<file path="config.mk">
export PLATFORM = sky130hd
export DESIGN_NAME = memoryMap
export DESIGN_NICKNAME = d
export VERILOG_FILES = /design/src/hdl/memMapPkg.sv /design/src/hdl/addrDecode.sv /design/src/hdl/anticRegs.sv /design/src/hdl/gtiaRegs.sv /design/src/hdl/memoryMap.sv /design/src/hdl/pokeyRegs.sv /design/src/hdl/readSelect.sv
export SDC_FILE = /design/constraint.sdc
export NUM_CORES = 1
export LEC_CHECK = 0
export BUFFER_PORTS_ARGS = -buffer_cell sky130_fd_sc_hd__buf_4
export CAP_MARGIN = 20
export CORE_AREA = 2 2 345 347
export DETAILED_ROUTE_END_ITERATION = 12
export DIE_AREA = 0 0 347 349
export HOLD_SLACK_MARGIN = 0.02
export PLACE_DENSITY = 0.5
export SYNTH_ARGS = -nofsm -noshare
export SYNTH_HDL_FRONTEND = slang
export SYNTH_SLANG_ARGS = --single-unit
</file>
<file path="constraint.sdc">
create_clock -name Fclk -period 27.4 [get_ports Fclk]
set_input_delay 5.48 -clock Fclk [delete_from_list [all_inputs] [get_ports Fclk]]
set_output_delay 5.48 -clock Fclk [all_outputs]
set_load 0.1 [all_outputs]
</file>
<file path="src/hdl/memMapPkg.sv">
// Shared widths, map constants and bus types for the memory-map block
// Bank bases must stay aligned to their bank size, decode compares upper bits only
package memMapPkg;

  localparam int DataW = 8;   // CPU data bus
  localparam int AddrW = 16;  // CPU address bus

  localparam int GtiaN     = 32;  // GTIA write registers
  localparam int PokeyN    = 16;  // POKEY write registers and status bytes
  localparam int GtiaStatN = 22;  // 16 collision, 4 trigger, PAL, console

  // Region boundaries
  localparam logic [AddrW-1:0] RamTop   = 16'h4000;  // RAM is below this
  localparam logic [AddrW-1:0] CartTop  = 16'hC000;  // Cartridge 4000h..BFFFh
  localparam logic [AddrW-1:0] BiosBase = 16'hF800;  // BIOS to top of space

  // Register bank pages, inside the unmapped gap
  localparam logic [AddrW-1:0] AnticBase = 16'hD400;  // 16 entries
  localparam logic [AddrW-1:0] GtiaBase  = 16'hC000;  // 32 entries
  localparam logic [AddrW-1:0] PokeyBase = 16'hE800;  // 16 entries

  // Named offsets within a bank
  localparam logic [4:0] OffDlistL       = 5'h02;
  localparam logic [4:0] OffDlistH       = 5'h03;
  localparam logic [4:0] OffNmist        = 5'h0F;
  localparam logic [4:0] OffStimer       = 5'h09;
  localparam logic [4:0] OffPotgo        = 5'h0B;
  localparam logic [4:0] OffGtiaRegFirst = 5'h15;  // COLPM3, first GTIA reg readback
  localparam logic [4:0] OffGtiaRegLast  = 5'h1E;  // HITCLR, last one

  typedef enum logic [1:0] {regionNone, regionRam, regionCart, regionBios} regionT;

  typedef enum logic [1:0] {bankNone, bankAntic, bankGtia, bankPokey} bankT;

  // Video-side load codes, code 3 unused
  typedef enum logic [2:0] {
    loadNone        = 3'd0,
    loadListLow     = 3'd1,
    loadListBoth    = 3'd2,
    loadListLowNmi  = 3'd4,
    loadListBothNmi = 3'd5,
    loadNmiOnly     = 3'd6
  } anticLoadT;

  typedef struct packed {
    regionT           region;
    bankT             bank;
    logic [4:0]       offset;    // Zero outside the banks
    logic             regWrite;  // CPU write that hits a bank
    logic [DataW-1:0] data;
  } busReqT;

  typedef struct packed {
    logic [DataW-1:0] dmaCtl;
    logic [DataW-1:0] chrCtl;
    logic [DataW-1:0] dlistL;
    logic [DataW-1:0] dlistH;
    logic [DataW-1:0] hScroll;
    logic [DataW-1:0] vScroll;
    logic [DataW-1:0] pmBase;
    logic [DataW-1:0] chBase;
    logic [DataW-1:0] wsync;
    logic [DataW-1:0] nmiEn;
    logic [DataW-1:0] nmiSt;
  } anticRegsT;

  typedef struct packed {
    logic [DataW-1:0] vcount;
    logic [DataW-1:0] penH;
    logic [DataW-1:0] penV;
  } anticStatusT;

endpackage

</file>
<file path="src/hdl/addrDecode.sv">
`timescale 1ns/1ns
// Zero-latency decode; register banks only exist in the C000h..F7FFh gap
module addrDecode import memMapPkg::*; (
  input  logic [AddrW-1:0] cpuAddr,
  input  logic [DataW-1:0] cpuDataIn,
  input  logic             cpuWriteEn,
  output busReqT           busReq,
  output logic             ramWrite,
  output regionT           region
);

  regionT rgn;
  bankT   bank;

  // Memory regions
  always_comb begin
    if (cpuAddr < RamTop) rgn = regionRam;
    else if (cpuAddr < CartTop) rgn = regionCart;
    else if (cpuAddr >= BiosBase) rgn = regionBios;
    else rgn = regionNone;  // Register space
  end

  // Bank pages, compared on the bits above each bank's size
  always_comb begin
    bank = bankNone;
    if (rgn == regionNone) begin
      if (cpuAddr[AddrW-1:5] == GtiaBase[AddrW-1:5]) bank = bankGtia;
      else if (cpuAddr[AddrW-1:4] == AnticBase[AddrW-1:4]) bank = bankAntic;
      else if (cpuAddr[AddrW-1:4] == PokeyBase[AddrW-1:4]) bank = bankPokey;
    end
  end

  assign region   = rgn;
  assign ramWrite = cpuWriteEn && (rgn == regionRam);  // Never outside RAM

  always_comb begin
    busReq.region   = rgn;
    busReq.bank     = bank;
    busReq.offset   = (bank == bankNone) ? 5'd0 : cpuAddr[4:0];  // Bit 4 is zero for 16-entry banks
    busReq.regWrite = cpuWriteEn && (bank != bankNone);
    busReq.data     = cpuDataIn;
  end

endmodule

</file>
<file path="src/hdl/anticRegs.sv">
`timescale 1ns/1ns
// CPU writes land on the next edge; a side-load touching the written register is dropped whole
// Offsets Bh..Dh are read-only here, writes to them are ignored
module anticRegs import memMapPkg::*; (
  input  logic             Fclk,
  input  logic             rst,
  input  busReqT           busReq,
  input  anticLoadT        anticLoad,
  input  logic [DataW-1:0] dlistLIn,
  input  logic [DataW-1:0] dlistHIn,
  input  logic [DataW-1:0] nmistIn,
  input  logic [DataW-1:0] vcountIn,
  output anticRegsT        regs,
  output logic [DataW-1:0] vcount
);

  logic cpuWr;
  logic loadL;     // Display list low byte
  logic loadH;     // Display list high byte
  logic loadN;     // NMI status
  logic conflict;

  assign cpuWr = busReq.regWrite && (busReq.bank == bankAntic);

  // Load code to target set
  always_comb begin
    loadL = 1'b0;
    loadH = 1'b0;
    loadN = 1'b0;
    case (anticLoad)
      loadListLow:     loadL = 1'b1;
      loadListBoth:    {loadL, loadH} = 2'b11;
      loadListLowNmi:  {loadL, loadN} = 2'b11;
      loadListBothNmi: {loadL, loadH, loadN} = 3'b111;
      loadNmiOnly:     loadN = 1'b1;
      default:         ;
    endcase
  end

  // CPU hits any register the load would write
  assign conflict = cpuWr && ((loadL && (busReq.offset == OffDlistL)) ||
                              (loadH && (busReq.offset == OffDlistH)) ||
                              (loadN && (busReq.offset == OffNmist)));

  always_ff @(posedge Fclk or posedge rst) begin
    if (rst) begin
      regs   <= '0;
      vcount <= '0;
    end else begin
      vcount <= vcountIn;  // Captured every cycle
      if (cpuWr) begin
        case (busReq.offset)
          5'h00:     regs.dmaCtl  <= busReq.data;
          5'h01:     regs.chrCtl  <= busReq.data;
          OffDlistL: regs.dlistL  <= busReq.data;
          OffDlistH: regs.dlistH  <= busReq.data;
          5'h04:     regs.hScroll <= busReq.data;
          5'h05:     regs.vScroll <= busReq.data;
          5'h07:     regs.pmBase  <= busReq.data;
          5'h09:     regs.chBase  <= busReq.data;
          5'h0A:     regs.wsync   <= busReq.data;
          5'h0E:     regs.nmiEn   <= busReq.data;
          OffNmist:  regs.nmiSt   <= busReq.data;
          default:   ;
        endcase
      end
      // Targets are disjoint from the CPU register when no conflict
      if (!conflict) begin
        if (loadL) regs.dlistL <= dlistLIn;
        if (loadH) regs.dlistH <= dlistHIn;
        if (loadN) regs.nmiSt  <= nmistIn;
      end
    end
  end

endmodule

</file>
<file path="src/hdl/gtiaRegs.sv">
`timescale 1ns/1ns
// Position, size, graphics, color and control registers, indexed straight by bank offset
module gtiaRegs import memMapPkg::*; (
  input  logic                        Fclk,
  input  logic                        rst,
  input  busReqT                      busReq,
  output logic [GtiaN-1:0][DataW-1:0] regs
);

  logic cpuWr;

  assign cpuWr = busReq.regWrite && (busReq.bank == bankGtia);

  // 00h..07h HPOS, 08h..0Ch SIZE, 0Dh..11h GRAF
  // 12h..1Ah colors, 1Bh..1Fh PRIOR VDELAY GRACTL HITCLR CONSPK
  always_ff @(posedge Fclk or posedge rst) begin
    if (rst) begin
      regs <= '0;
    end else if (cpuWr) begin
      regs[busReq.offset] <= busReq.data;  // Full 5-bit offset, all 32 writable
    end
  end

endmodule

</file>
<file path="src/hdl/memoryMap.sv">
`timescale 1ns/1ns
// Memory map top; reads are combinational, register writes land on the next Fclk edge
// RAM and BIOS sit outside, their data come in and the RAM write enable goes out
module memoryMap import memMapPkg::*; #(
  parameter int StrobeWidth = 8
) (
  input  logic                          Fclk,
  input  logic                          rst,
  input  logic [AddrW-1:0]              cpuAddr,
  input  logic [DataW-1:0]              cpuDataIn,
  input  logic                          cpuWriteEn,
  input  logic [DataW-1:0]              ramData,
  input  logic [DataW-1:0]              biosData,
  input  logic [DataW-1:0]              cartData,
  input  anticLoadT                     anticLoad,
  input  logic [DataW-1:0]              dlistLIn,
  input  logic [DataW-1:0]              dlistHIn,
  input  logic [DataW-1:0]              nmistIn,
  input  anticStatusT                   anticStatus,
  input  logic [GtiaStatN-1:0][DataW-1:0] gtiaStatus,
  input  logic [PokeyN-1:0][DataW-1:0]  pokeyStatus,
  output logic [DataW-1:0]              cpuDataOut,
  output logic                          ramWrite,
  output regionT                        region,
  output anticRegsT                     anticRegs,
  output logic [GtiaN-1:0][DataW-1:0]   gtiaRegs,
  output logic [PokeyN-1:0][DataW-1:0]  pokeyRegs,
  output logic                          potgoStrobe,
  output logic                          stimerStrobe
);

  busReqT           busReq;  // Decoded access, shared by all banks
  logic [DataW-1:0] vcount;

  addrDecode uDecode (
    .cpuAddr   (cpuAddr),
    .cpuDataIn (cpuDataIn),
    .cpuWriteEn(cpuWriteEn),
    .busReq    (busReq),
    .ramWrite  (ramWrite),
    .region    (region)
  );

  anticRegs uAntic (
    .Fclk     (Fclk),
    .rst      (rst),
    .busReq   (busReq),
    .anticLoad(anticLoad),
    .dlistLIn (dlistLIn),
    .dlistHIn (dlistHIn),
    .nmistIn  (nmistIn),
    .vcountIn (anticStatus.vcount),  // Live count from the video side
    .regs     (anticRegs),
    .vcount   (vcount)
  );

  gtiaRegs uGtia (
    .Fclk  (Fclk),
    .rst   (rst),
    .busReq(busReq),
    .regs  (gtiaRegs)
  );

  pokeyRegs #(.StrobeWidth(StrobeWidth)) uPokey (
    .Fclk        (Fclk),
    .rst         (rst),
    .busReq      (busReq),
    .regs        (pokeyRegs),
    .potgoStrobe (potgoStrobe),
    .stimerStrobe(stimerStrobe)
  );

  readSelect uRead (
    .busReq     (busReq),
    .ramData    (ramData),
    .biosData   (biosData),
    .cartData   (cartData),
    .anticRegs  (anticRegs),
    .vcount     (vcount),
    .anticStatus(anticStatus),
    .gtiaRegs   (gtiaRegs),
    .gtiaStatus (gtiaStatus),
    .pokeyStatus(pokeyStatus),
    .cpuDataOut (cpuDataOut)
  );

endmodule

</file>
<file path="src/hdl/pokeyRegs.sv">
`timescale 1ns/1ns
// Strobes rise on the edge after the write and hold StrobeWidth cycles; a rewrite restarts them
module pokeyRegs import memMapPkg::*; #(
  parameter int StrobeWidth = 8
) (
  input  logic                         Fclk,
  input  logic                         rst,
  input  busReqT                       busReq,
  output logic [PokeyN-1:0][DataW-1:0] regs,
  output logic                         potgoStrobe,
  output logic                         stimerStrobe
);

  localparam int CntW = $clog2(StrobeWidth + 1);

  logic                 cpuWr;
  logic [1:0]           fire;  // Bit 0 POTGO, bit 1 STIMER
  logic [1:0][CntW-1:0] cnt;   // Cycles of strobe left

  assign cpuWr   = busReq.regWrite && (busReq.bank == bankPokey);
  assign fire[0] = cpuWr && (busReq.offset == OffPotgo);
  assign fire[1] = cpuWr && (busReq.offset == OffStimer);

  // AUDF/AUDC pairs, AUDCTL, STIMER, SKREST, POTGO, SEROUT, IRQEN, SKCTL
  always_ff @(posedge Fclk or posedge rst) begin
    if (rst) begin
      regs <= '0;
    end else if (cpuWr) begin
      regs[busReq.offset[3:0]] <= busReq.data;
    end
  end

  // Down-counters, loaded on write
  always_ff @(posedge Fclk or posedge rst) begin
    if (rst) begin
      cnt <= '0;
    end else begin
      for (int i = 0; i < 2; i++) begin
        if (fire[i]) begin
          cnt[i] <= CntW'(StrobeWidth);
        end else if (cnt[i] != '0) begin
          cnt[i] <= cnt[i] - CntW'(1);
        end
      end
    end
  end

  assign potgoStrobe  = (cnt[0] != '0);
  assign stimerStrobe = (cnt[1] != '0);  // High while count runs

endmodule

</file>
<file path="src/hdl/readSelect.sv">
`timescale 1ns/1ns
// Combinational read mux; unmapped addresses and write-only holes read as zero
module readSelect import memMapPkg::*; (
  input  busReqT                          busReq,
  input  logic [DataW-1:0]                ramData,
  input  logic [DataW-1:0]                biosData,
  input  logic [DataW-1:0]                cartData,
  input  anticRegsT                       anticRegs,
  input  logic [DataW-1:0]                vcount,
  input  anticStatusT                     anticStatus,
  input  logic [GtiaN-1:0][DataW-1:0]     gtiaRegs,
  input  logic [GtiaStatN-1:0][DataW-1:0] gtiaStatus,
  input  logic [PokeyN-1:0][DataW-1:0]    pokeyStatus,
  output logic [DataW-1:0]                cpuDataOut
);

  logic [DataW-1:0] anticRd;
  logic [DataW-1:0] gtiaRd;

  always_comb begin
    case (busReq.offset[3:0])
      4'h0: anticRd = anticRegs.dmaCtl;
      4'h1: anticRd = anticRegs.chrCtl;
      4'h2: anticRd = anticRegs.dlistL;
      4'h3: anticRd = anticRegs.dlistH;
      4'h4: anticRd = anticRegs.hScroll;
      4'h5: anticRd = anticRegs.vScroll;
      4'h7: anticRd = anticRegs.pmBase;
      4'h9: anticRd = anticRegs.chBase;
      4'hA: anticRd = anticRegs.wsync;
      4'hB: anticRd = vcount;            // Registered copy, one cycle late
      4'hC: anticRd = anticStatus.penH;
      4'hD: anticRd = anticStatus.penV;
      4'hE: anticRd = anticRegs.nmiEn;
      4'hF: anticRd = anticRegs.nmiSt;
      default: anticRd = '0;             // 6h and 8h
    endcase
  end

  // Collision, trigger and PAL below the color range, console at the top
  always_comb begin
    if (busReq.offset < OffGtiaRegFirst) gtiaRd = gtiaStatus[busReq.offset];
    else if (busReq.offset <= OffGtiaRegLast) gtiaRd = gtiaRegs[busReq.offset];
    else gtiaRd = gtiaStatus[GtiaStatN-1];
  end

  always_comb begin
    case (busReq.region)
      regionRam:  cpuDataOut = ramData;
      regionCart: cpuDataOut = cartData;
      regionBios: cpuDataOut = biosData;
      default: begin
        case (busReq.bank)
          bankAntic: cpuDataOut = anticRd;
          bankGtia:  cpuDataOut = gtiaRd;
          bankPokey: cpuDataOut = pokeyStatus[busReq.offset[3:0]];
          default:   cpuDataOut = '0;
        endcase
      end
    endcase
  end

endmodule

</file>
# Yosys cells after proc, flatten, opt, wreduce, memory -nomap -nowiden
# Index checks and enable logic that the tools add are counted.
# op_classes
addsub,2
mux,47
n_lt_le_gt_ge,9
n_eq_ne,38
reduce_logical,35
# ops
cell,count
$bwmux W256,1
$mux W8,20
$bwmux W128,1
$pmux W8 S14,1
$bmux W8 S5,2
$mux W72,1
$pmux W8 S3,2
$demux W8 S5,1
$bmux W8 S4,1
$demux W8 S4,1
$eq A4 B4 Y1 const B,7
$eq A5 B4 Y1 const B,5
$eq A12 B12 Y1 const B,2
$ge A16 B16 Y1 const B,1
$lt A16 B15 Y1 const B,1
$lt A16 B16 Y1 const B,1
$mux W16,1
$mux W4,4
$reduce_and A2 Y1,8
$eq A5 B3 Y1 const B,3
$mux W2,7
$logic_and A1 B1 Y1,13
$eq A4 B3 Y1 const B,3
$eq A11 B11 Y1 const B,1
27 further kinds,43
# word_totals
inputBits,406
out_inout_bits,485
reg_bits,488
wordCells,193

# Depth between registers and ports, before layout
# Gate-level depths: netlist (run 1).
# depth
ltp_word,14
mapped_depth,14
depth_no_buf,10

# Cells and area by module
# A second synthesis (run 1) with hierarchy kept.
# hier_totals
cells_unflattened,1842
area_unflattened_um2,24898.9
# by_module_without_submodules
module,area_each_um2,seq_area_each_um2,n_inst,cells_per_inst
gtiaRegs,9904.5,6406.1,1,601
pokeyRegs,5464.0,3403.3,1,340
readSelect,5267.6,0.0,1,581
anticRegs,3993.8,2402.3,1,278
addrDecode,269.0,0.0,1,42

# Least setup slack after synthesis (run 1)
# Ideal clock, no wire load.
# synth_timing
path_type,input to output
from,input cpuAddr[14]
to,output cpuDataOut[2]
n_path_buf,3
t_arrival_ps,9600
path_stages,13
slack_ps,12320
required_time_ps,21920
path_cell_list,inv_1 -> ha_1 -> nor2b_1 -> buf_2 -> nand3_1 -> a2bb2oi_4 -> buf_4 -> nor2_1 -> buf_2 -> o22ai_1 -> o211ai_1 -> a21oi_1 -> o31ai_1
# synth_between
elab_chain_cells,14
word_cells_on_any_way,49
cone_classes,order compare (5); eq/ne (22); mux (19); reduce/logical (3)
# synth_lines
element,line_no,rtl
start: declaration,memoryMap.sv:9,"input logic [AddrW-1:0] cpuAddr,"
$ge A16 B16 Y1,addrDecode.sv:19,else if (cpuAddr >= BiosBase) rgn = regionBios;
$mux W2,addrDecode.sv:19,
$mux W2,addrDecode.sv:18,else if (cpuAddr < CartTop) rgn = regionCart;
$mux W2,addrDecode.sv:17,if (cpuAddr < RamTop) rgn = regionRam;
$logic_not A2 Y1,addrDecode.sv:26,if (rgn == regionNone) begin
$mux W2,addrDecode.sv:26,
$logic_not A2 Y1,addrDecode.sv:39,busReq.offset = (bank == bankNone) ? 5'd0 : cpuAddr[4:0];
$mux W5,addrDecode.sv:39,
$bmux W8 S5,readSelect.sv:43,else if (busReq.offset <= OffGtiaRegLast) gtiaRd = gtiaRegs[busReq.offset];
$mux W8 (implied by the code),readSelect.sv:43,
$mux W8,readSelect.sv:43,
$mux W8,readSelect.sv:42,if (busReq.offset < OffGtiaRegFirst) gtiaRd = gtiaStatus[busReq.offset];
$pmux W8 S3,readSelect.sv:53,case (busReq.bank)
$pmux W8 S3 (*),readSelect.sv:48,case (busReq.region)
end: declaration,memoryMap.sv:22,"output logic [DataW-1:0] cpuDataOut,"
# Mark *: on every way between the ends. The rest lies on a longest branch, timed or not. The select of a mux whose other input is x is not followed.

# Final worst setup path (run 1)
# layout_timing
from,input cpuAddr[14]
to,output cpuDataOut[4]
# Same word-level chain as after synthesis.

==> results.yml, run 1 <==
sta:
  maxSlewViolCount: 0
  hold_viol_final: 0
  relSlewSlack_pct: 26.2
  fin_crit_ns: 16.30
  setup_viol: 0
  skew_ns: 0.00265
  rsz0062_at_grt: "false"
  holdWs_ns: 0.478
  period_share_pct: 59.5
  max_freq_ghz: 0.0613
  worst_slack_ns: 11.10
  setup_tns_ns: 0
  worst_pin_slew_ns: 1.11
final_layout:
  register_area_sq_mm: 0.0122
  instances_no_fill: 4488
  fin_nets: 3298
  layout_commonest_cell: "buf_4"
  final_layout_size_suffix_gt1_share_pct: 54.1
  fillers: 12284
  multi_input_comb_area_sq_mm: 0.0114
  most-common-layout-cells: "buf_4, dfrtp_1, mux2_2"
  syn2layout_area_growth_pct: 43.2
  post-route-util_pct: 29.7
  final_cell_area_sq_mm: 0.0349
clocking:
  post_cts_buffers: 0
  root_buffer: "clkbuf_16"
  insertion_delay_ns: 0.64
  cts_resized: 0
  clk_path_buf_depth: 3
  cts_max_level: 2
  clkTransAtPathRegs_ns: 0.06
  cts_tree: "done"
  clock_sinks: 488
  cts_buffers: 60
  holdBufCountCts: 0
global_route:
  grtUsageTotal_pct: 25.9
  grt-ovfl-total: 0
  grt_max_degree: 160
  grt_pass1_vias: 22616
  grt_pass1_wl_mm: 215
  antenna_found_initial: 31
setup_path:
  crit_arrival_ns: 10.82
  crit_family: "compound AO/OA/AOI/OAI gates"
  r2r_slack_ns: 25.85
  crit_path_top_delay_cell: "o22ai_4"
  crit_required_ns: 21.92
  worstPathCellList: "buf_4, ha_1, nor4b_4, o211ai_2, o22ai_4, buf_4, nand2_2, o221ai_1, o311ai_0, a211oi_1, o31ai_1, buf_4"
  path_buf_inv: 3
  critPathMostFrequentCell: "buf_4"
  crit_path_start_kind: "input port"
  critPathKind: "input port to output port"
  crit_fanout: 53
  critPathCaptureType: "output port"
  critPathMaxStageDelay_ns: 0.82
power:
  power_density_mw_per_mm2: 52.4
  total_power_mw: 1.83
  p_leak_nw: 17.3
  ir_worst_vdd_mv: 0.0477
drt:
  drt_iter0_drc: 2115
  post_drt_via_cell_ratio: 5.06
  vias: 22728
  drtAntennaViolNets: 0
  wl_per_cell_microns: 36.3
  first_pass_iters: 7
  drc: 0
  wirelength_mm: 163
floorplan:
  die_x_microns: 347
  die_area_sq_mm: 0.121
  initial_core_util_pct: 20.7
  core_area_sq_mm: 0.117
  io_pins: 891
  die_h_microns: 349
  rows: 126
yosys:
  syn_area_per_cell_sq_um: 11.9
  ys.flop_type: "dfrtp_1"
  synth_nets: 2458
  synth_cell_types: 96
  syn_area_sq_mm: 0.0244
  syn_inst: 2045
  synth_seq_cells: 488
  synthArstFlopShare_pct: 100
  yosysSeqAreaShare_pct: 50.1
  synth-edff-count: 0
  synth_warnings: 0
run_status:
  status: "finished clean"
place:
  routabilityCongestion: 0.975
  dp.final_hpwl_mm: 126
  port_buffers: 890
  dp.cells: 4359
  post-place-ws_ns: 11.33
  placed_area_sq_mm: 0.0327
min_path:
  hp-class: "flop to flop"
run:
  max-cap-violations: 0
power breakdown:
part           switching [mW]  internal [mW]
Sequential             0.0140          0.726
Combinational           0.164         0.0708
Clock                   0.344          0.510
sequential cells by signal, summed over array words and instances (netlist names):
signal and cells:
uPokey.cnt 8, uPokey.regs 128, uGtia.regs 256, uAntic.vcount 8
uAntic.regs 88
path summary, 6_finish.rpt:
path | endpoint | depth (start not counted) | startpoint
worst min-delay path | uPokey.regs[92] | 2 | uPokey.regs[92]
min in group asynchronous | uPokey.regs[90] | 2 | rst
max in group asynchronous | uGtia.regs[144] | 4 | rst
worst max-delay path | cpuDataOut[4] | 12 | cpuAddr[14]
worst min register to register | uPokey.regs[92] | 2 | uPokey.regs[92]
worst max register to register | uPokey.cnt[5] | 4 | uPokey.cnt[4]
worst min-delay path: cells and delay by family (launching register included):
| family | cells | cell delay [ns] |
|---|---|---|
| AND/OR/NAND/NOR | 2 | 0.10 |
| flip-flops | 1 | 0.34 |
synthesized netlist by cell type, drive strengths merged (12+ instances only):
library cell	instances	area share [%]
a21oi	54	1.1
a22oi	24	0.74
buf	69	1.6
clkbuf	91	1.4
dfrtp	488	50
inv	17	0.26
mux2	461	21
mux2i	55	2.3
nand2	134	2.1
nand3	43	0.97
nand4	20	0.54
nor2	125	2.1
nor2b	12	0.31
nor3	43	1.4
o21ai	63	1.3
o221ai	22	0.79
o22ai	79	2.1
o32ai	12	0.43
area by class of cell:
class | count | share of cell area [%]
sequential | 488 | 35.0
multi-input combinational | 1380 | 32.8
timing repair buffer | 938 | 20.4
tap | 1536 | 5.51
clock buffer | 82 | 5.00
clock inverter | 27 | 1.01
inverter | 17 | 0.204
antenna | 20 | 0.143
metal layers:
metal,global-route usage (%),vias up,routed length (microns)
met5,0,-,99
li1,-,9385,-
met3,8.07,239,14400
met1,31.6,11870,64700
met4,9.45,16,6100
met2,42.8,1218,77300
cells by family after synthesis:
family / after synthesis / synth area share, %
AO/OA/AOI/OAI: 396 / 11.8
XOR/XNOR: 4 / 0.144
adder cells (fa/ha/maj): 7 / 0.360
buffers and inverters: 177 / 3.23
flip-flops: 488 / 50.1
multiplexers: 527 / 24.6
AND/OR/NAND/NOR: 446 / 9.74
Power figures use the tool's default switching activity.
==> run 2: changes to the inputs <==
Clock period 27.4 ns to 15.25 ns, I/O delays scaled along.
==> run 2 against run 1 <==
Clock skew grew 0.029 ns. Critical path type unchanged. Worst setup slack lost 7.2 ns. Worst hold slack gained 0.0014 ns. Non-clock buffer count shrank 1. Via count grew 0.84%. Final area grew 0.21%. Largest cell class unchanged. Register-to-register slack lost 12 ns. Combinational power grew 78%. Critical path depth is the same. Power grew 83%. Critical endpoint unchanged.
==> results.yml, run 2 (synthesis gave the netlist of run 1 again) <==
global_route:
  antenna_found_initial: 58
  grtUsageMet2_pct: 40.6
  use_met1_pct: 31.7
  grt-ovfl-total: 0
  grt_pass1_vias: 22706
  use_met3_pct: 7.91
  grtUsageTotal_pct: 25.6
  busiest_layer: "met2"
  grt_max_degree: 155
  grt_pass1_wl_mm: 212
sta:
  setup_viol: 0
  holdWs_ns: 0.479
  skew_ns: 0.0320
  setup_tns_ns: 0
  fin_crit_ns: 11.39
  relSlewSlack_pct: 27.7
  worst_pin_slew_ns: 1.05
  maxSlewViolCount: 0
  max_freq_ghz: 0.0878
  rsz0062_at_grt: "false"
  period_share_pct: 74.7
  hold_viol_final: 0
floorplan:
  core_area_sq_mm: 0.117
  die_h_microns: 349
  initial_core_util_pct: 20.7
  die_x_microns: 347
  io_pins: 891
  rows: 126
  die_area_sq_mm: 0.121
clocking:
  cts_max_level: 2
  clock_sinks: 488
  holdBufCountCts: 0
  clkTransAtPathRegs_ns: 0.05
  cts_resized: 0
  root_buffer: "clkbuf_16"
  insertion_delay_ns: 0.67
  cts_tree: "done"
  cts_buffers: 61
  post_cts_buffers: 0
  clk_path_buf_depth: 3
final_layout:
  largest_register: "uGtia.regs"
  syn2layout_area_growth_pct: 43.5
  layout_commonest_cell: "buf_4"
  largest_registers: "uGtia.regs: 256 flops, uPokey.regs: 128 flops, uAntic.regs: 88 flops"
  post-route-util_pct: 29.8
  largest_reg_flops: 256
  most-common-layout-cells: "buf_4, dfrtp_1, mux2_2"
  fin_nets: 3298
  fillers: 12287
  final_layout_size_suffix_gt1_share_pct: 54.1
setup_path:
  critPathKind: "input port to output port"
  crit_fanout: 54
  crit_arrival_ns: 8.34
  critPathCaptureType: "output port"
  crit_path_start_kind: "input port"
  crit_required_ns: 12.20
run:
  max-cap-violations: 0
power:
  power_density_mw_per_mm2: 95.8
  p_leak_nw: 17.3
  total_power_mw: 3.35
  ir_worst_vdd_mv: 0.0853
place:
  dp.final_hpwl_mm: 125
  routabilityCongestion: 1.01
  port_buffers: 890
run_status:
  status: "finished clean"
drt:
  post_drt_via_cell_ratio: 5.09
  wirelength_mm: 161
  drtAntennaViolNets: 0
  vias: 22920
  wl_per_cell_microns: 35.7
  drc: 0
  first_pass_iters: 8
  drt_iter0_drc: 2423
min_path:
  hp-class: "flop to flop"
run 2: changes by cell type in the layout (fill, tap and decap cells not counted), sizes merged:
cell	before	now
bufinv	7	8
clkinv	14	10
inv	22	19
clkbuf	82	87
clkdlybuf4s18	1	0
diode	20	33
clkinvlp	1	4
run 2: metal layers:
metal  wire length, microns  vias up
li1                       -     9416
met1                  63900    11783
met2                  73700     1390
met3                  15000      307
met4                   7990       24
met5                    150        -
run 2: final cells by class:
| type | count | area, sq um | share of cell area [%] |
|---|---|---|---|
| diodes | 33 | 82.6 | 0.236 |
| well taps | 1536 | 1920 | 5.50 |
| clock buffers | 87 | 1830 | 5.22 |
| inverters | 17 | 67.6 | 0.193 |
| flip-flops and latches | 488 | 12200 | 34.9 |
| multi-input cells | 1380 | 11400 | 32.7 |
| repair buffers | 937 | 7050 | 20.2 |
| clock inverters | 24 | 377 | 1.08 |
run 2: power by group:
group	total [mW]	switching [mW]	internal, mW
Sequential	1.33	0.0253	1.31
Combinational	0.418	0.291	0.127
Clock	1.60	0.634	0.966
Total	3.35	0.950	2.40
run 2: worst paths after layout:
check / from / to / slack [ns] / depth (start not counted)
worst max-delay path: cpuAddr[14] / cpuDataOut[4] / 3.86 / 12
worst min register to register: uPokey.regs[88] / uPokey.regs[88] / 0.48 / 2
worst min-delay path: uPokey.regs[88] / uPokey.regs[88] / 0.48 / 2
worst max register to register: uPokey.cnt[4] / uPokey.cnt[5] / 13.68 / 4
max in group asynchronous: rst / uPokey.regs[4] / 9.82 / 5
min in group asynchronous: rst / uPokey.regs[55] / 2.54 / 2
run 2: critical path, cell delays in order:
cell and delay (ns):
buf_4 0.09, ha_1 0.25, nor4b_4 0.45, o211ai_2 0.44, o22ai_4 0.74, buf_4 0.68, nand2_2 0.67, o221ai_1 0.41
o311ai_0 0.31, a211oi_1 0.56, o31ai_1 0.26, buf_4 0.30
run 2: through the flow:
step | setup WS [ns] | instances | cell area [sq um]
after floorplan | 5.03 | 2045 | 24400
after detailed placement | 4.02 | 4358 | 32700
after global placement | 4.18 | 4358 | 32700
after CTS | 4.01 | 4469 | 34900
final | 3.86 | 4502 | 35000
after global routing | 3.77 | 4496 | 34900
==> run 3: changes to the inputs <==
Settings changed: PLACE_DENSITY 0.5 to 0.52.
Clock period 15.25 ns to 9.2 ns, I/O delays scaled along.
==> run 3 against run 2 <==
Combinational power rose by 70%. Critical endpoint is now cpuDataOut[5]. Core utilization increased by 0.15 points. Critical path depth is the same. Worst hold slack better by 0.0044 ns. First-iteration DRC count increased by 4.6%. Final area up 0.51%. Sequential cell count is the same. Largest cell class unchanged. Sequential share of layout area is 0.18 points lower. Worst setup slack worse by 2.6 ns.
==> results.yml, run 3 (synthesis gave the netlist of run 1 again) <==
floorplan:
  die_h_microns: 349
  io_pins: 891
  rows: 126
  die_x_microns: 347
  core_area_sq_mm: 0.117
  initial_core_util_pct: 20.7
  die_area_sq_mm: 0.121
place:
  routabilityCongestion: 0.981
  dp.final_hpwl_mm: 127
  port_buffers: 890
sta:
  period_share_pct: 86.4
  worst_pin_slew_ns: 1.15
  max_freq_ghz: 0.126
  setup_viol: 0
  setup_tns_ns: 0
  fin_crit_ns: 7.95
  holdWs_ns: 0.484
  maxSlewViolCount: 0
  skew_ns: 0.00283
  hold_viol_final: 0
  rsz0062_at_grt: "false"
  relSlewSlack_pct: 23.0
drt:
  drtAntennaViolNets: 0
  first_pass_iters: 8
  drc: 0
  wl_per_cell_microns: 35.8
  post_drt_via_cell_ratio: 5.08
  drt_iter0_drc: 2534
  wirelength_mm: 162
  vias: 22985
setup_path:
  crit_path_start_kind: "input port"
  critPathKind: "input port to output port"
  crit_fanout: 23
  critPathCaptureType: "output port"
  crit_arrival_ns: 6.11
  crit_required_ns: 7.36
power:
  p_leak_nw: 17.4
  power_density_mw_per_mm2: 159
  ir_worst_vdd_mv: 0.132
final_layout:
  largest_registers: "uGtia.regs: 256 flops, uPokey.regs: 128 flops, uAntic.regs: 88 flops"
  fillers: 12312
  largest_reg_flops: 256
  most-common-layout-cells: "buf_4, dfrtp_1, mux2_2"
  final_layout_size_suffix_gt1_share_pct: 54.3
  layout_commonest_cell: "buf_4"
  fin_nets: 3314
  largest_register: "uGtia.regs"
  syn2layout_area_growth_pct: 44.2
global_route:
  grt_max_degree: 159
  grt_pass1_vias: 22571
  grt-ovfl-total: 0
  grtUsageTotal_pct: 25.7
  antenna_found_initial: 56
  grt_pass1_wl_mm: 212
clocking:
  clock_sinks: 488
  holdBufCountCts: 0
  post_cts_buffers: 0
  cts_resized: 0
  cts_tree: "done"
  root_buffer: "clkbuf_16"
  clk_path_buf_depth: 3
  cts_buffers: 61
  cts_max_level: 2
  clkTransAtPathRegs_ns: 0.06
  insertion_delay_ns: 0.66
min_path:
  hp-class: "flop to flop"
run:
  max-cap-violations: 0
run_status:
  status: "finished clean"
run 3: cell count changes in the layout (fill, tap and decap cells not counted), sizes merged:
cell and change:
buf +16, clkinv +4, clkbuf -3, diode +3, bufinv +2, inv -2
run 3: routing by layer:
metal	part of all wire, %	track usage (%)	up-vias
met4	4.0	11.6	16
met3	8.3	6.32	234
met5	0.061	0	-
met2	47	41.3	1296
li1	-	-	9448
met1	41	32.4	11991
run 3: final cells by class:
cell class	count	area (sq um)	area share (%)
clock buffer	84	1780	5.08
antenna	36	90.1	0.256
tap	1536	1920	5.47
sequential	488	12200	34.8
multi-input combinational	1380	11400	32.5
clock inverter	28	434	1.24
inverter	17	67.6	0.192
timing repair buffer	953	7210	20.5
run 3: critical path, stage by stage:
cell and delay (ns):
buf_4 0.12, ha_1 0.25, nor4b_4 0.18, a32oi_2 0.69
a2bb2oi_4 0.82, buf_4 0.36, nor3_2 0.12, a221oi_1 0.33
o2111ai_1 0.18, o22ai_1 0.52, nand3_1 0.33, buf_4 0.34
run 3: worst paths after layout:
check	from	endpoint	slack [ns]	cells after the start
setup / recovery	cpuAddr[14]	cpuDataOut[5]	1.25	12
hold / removal	uPokey.regs[91]	uPokey.regs[91]	0.48	2
setup reg to reg	uPokey.cnt[4]	uPokey.cnt[5]	7.63	4
hold reg to reg	uPokey.regs[91]	uPokey.regs[91]	0.48	2
max in group asynchronous	rst	uPokey.regs[39]	5.75	4
min in group asynchronous	rst	uPokey.regs[80]	1.29	2
run 3: through the flow:
stage               worst slack (ns)  cell area (sq um)  util [%]  total power [mW]  cells
global placement                1.26              32800      27.9              2.95   4372
detailed placement              1.16              32800      27.9              2.95   4372
CTS                             1.13              35000      29.8              5.61   4484
floorplan                      0.743              24400         -              2.55   2045
finish                          1.25              35100      29.9              5.58   4522
global route                    1.03              35100      29.9              5.72   4518
run 3: power by group:
part           total (mW)  internal [mW]  leakage, nW  switching [mW]
clock                2.66           1.63         1.09            1.03
combinational       0.709          0.216         9.55           0.493
sequential           2.20           2.16         6.74          0.0397
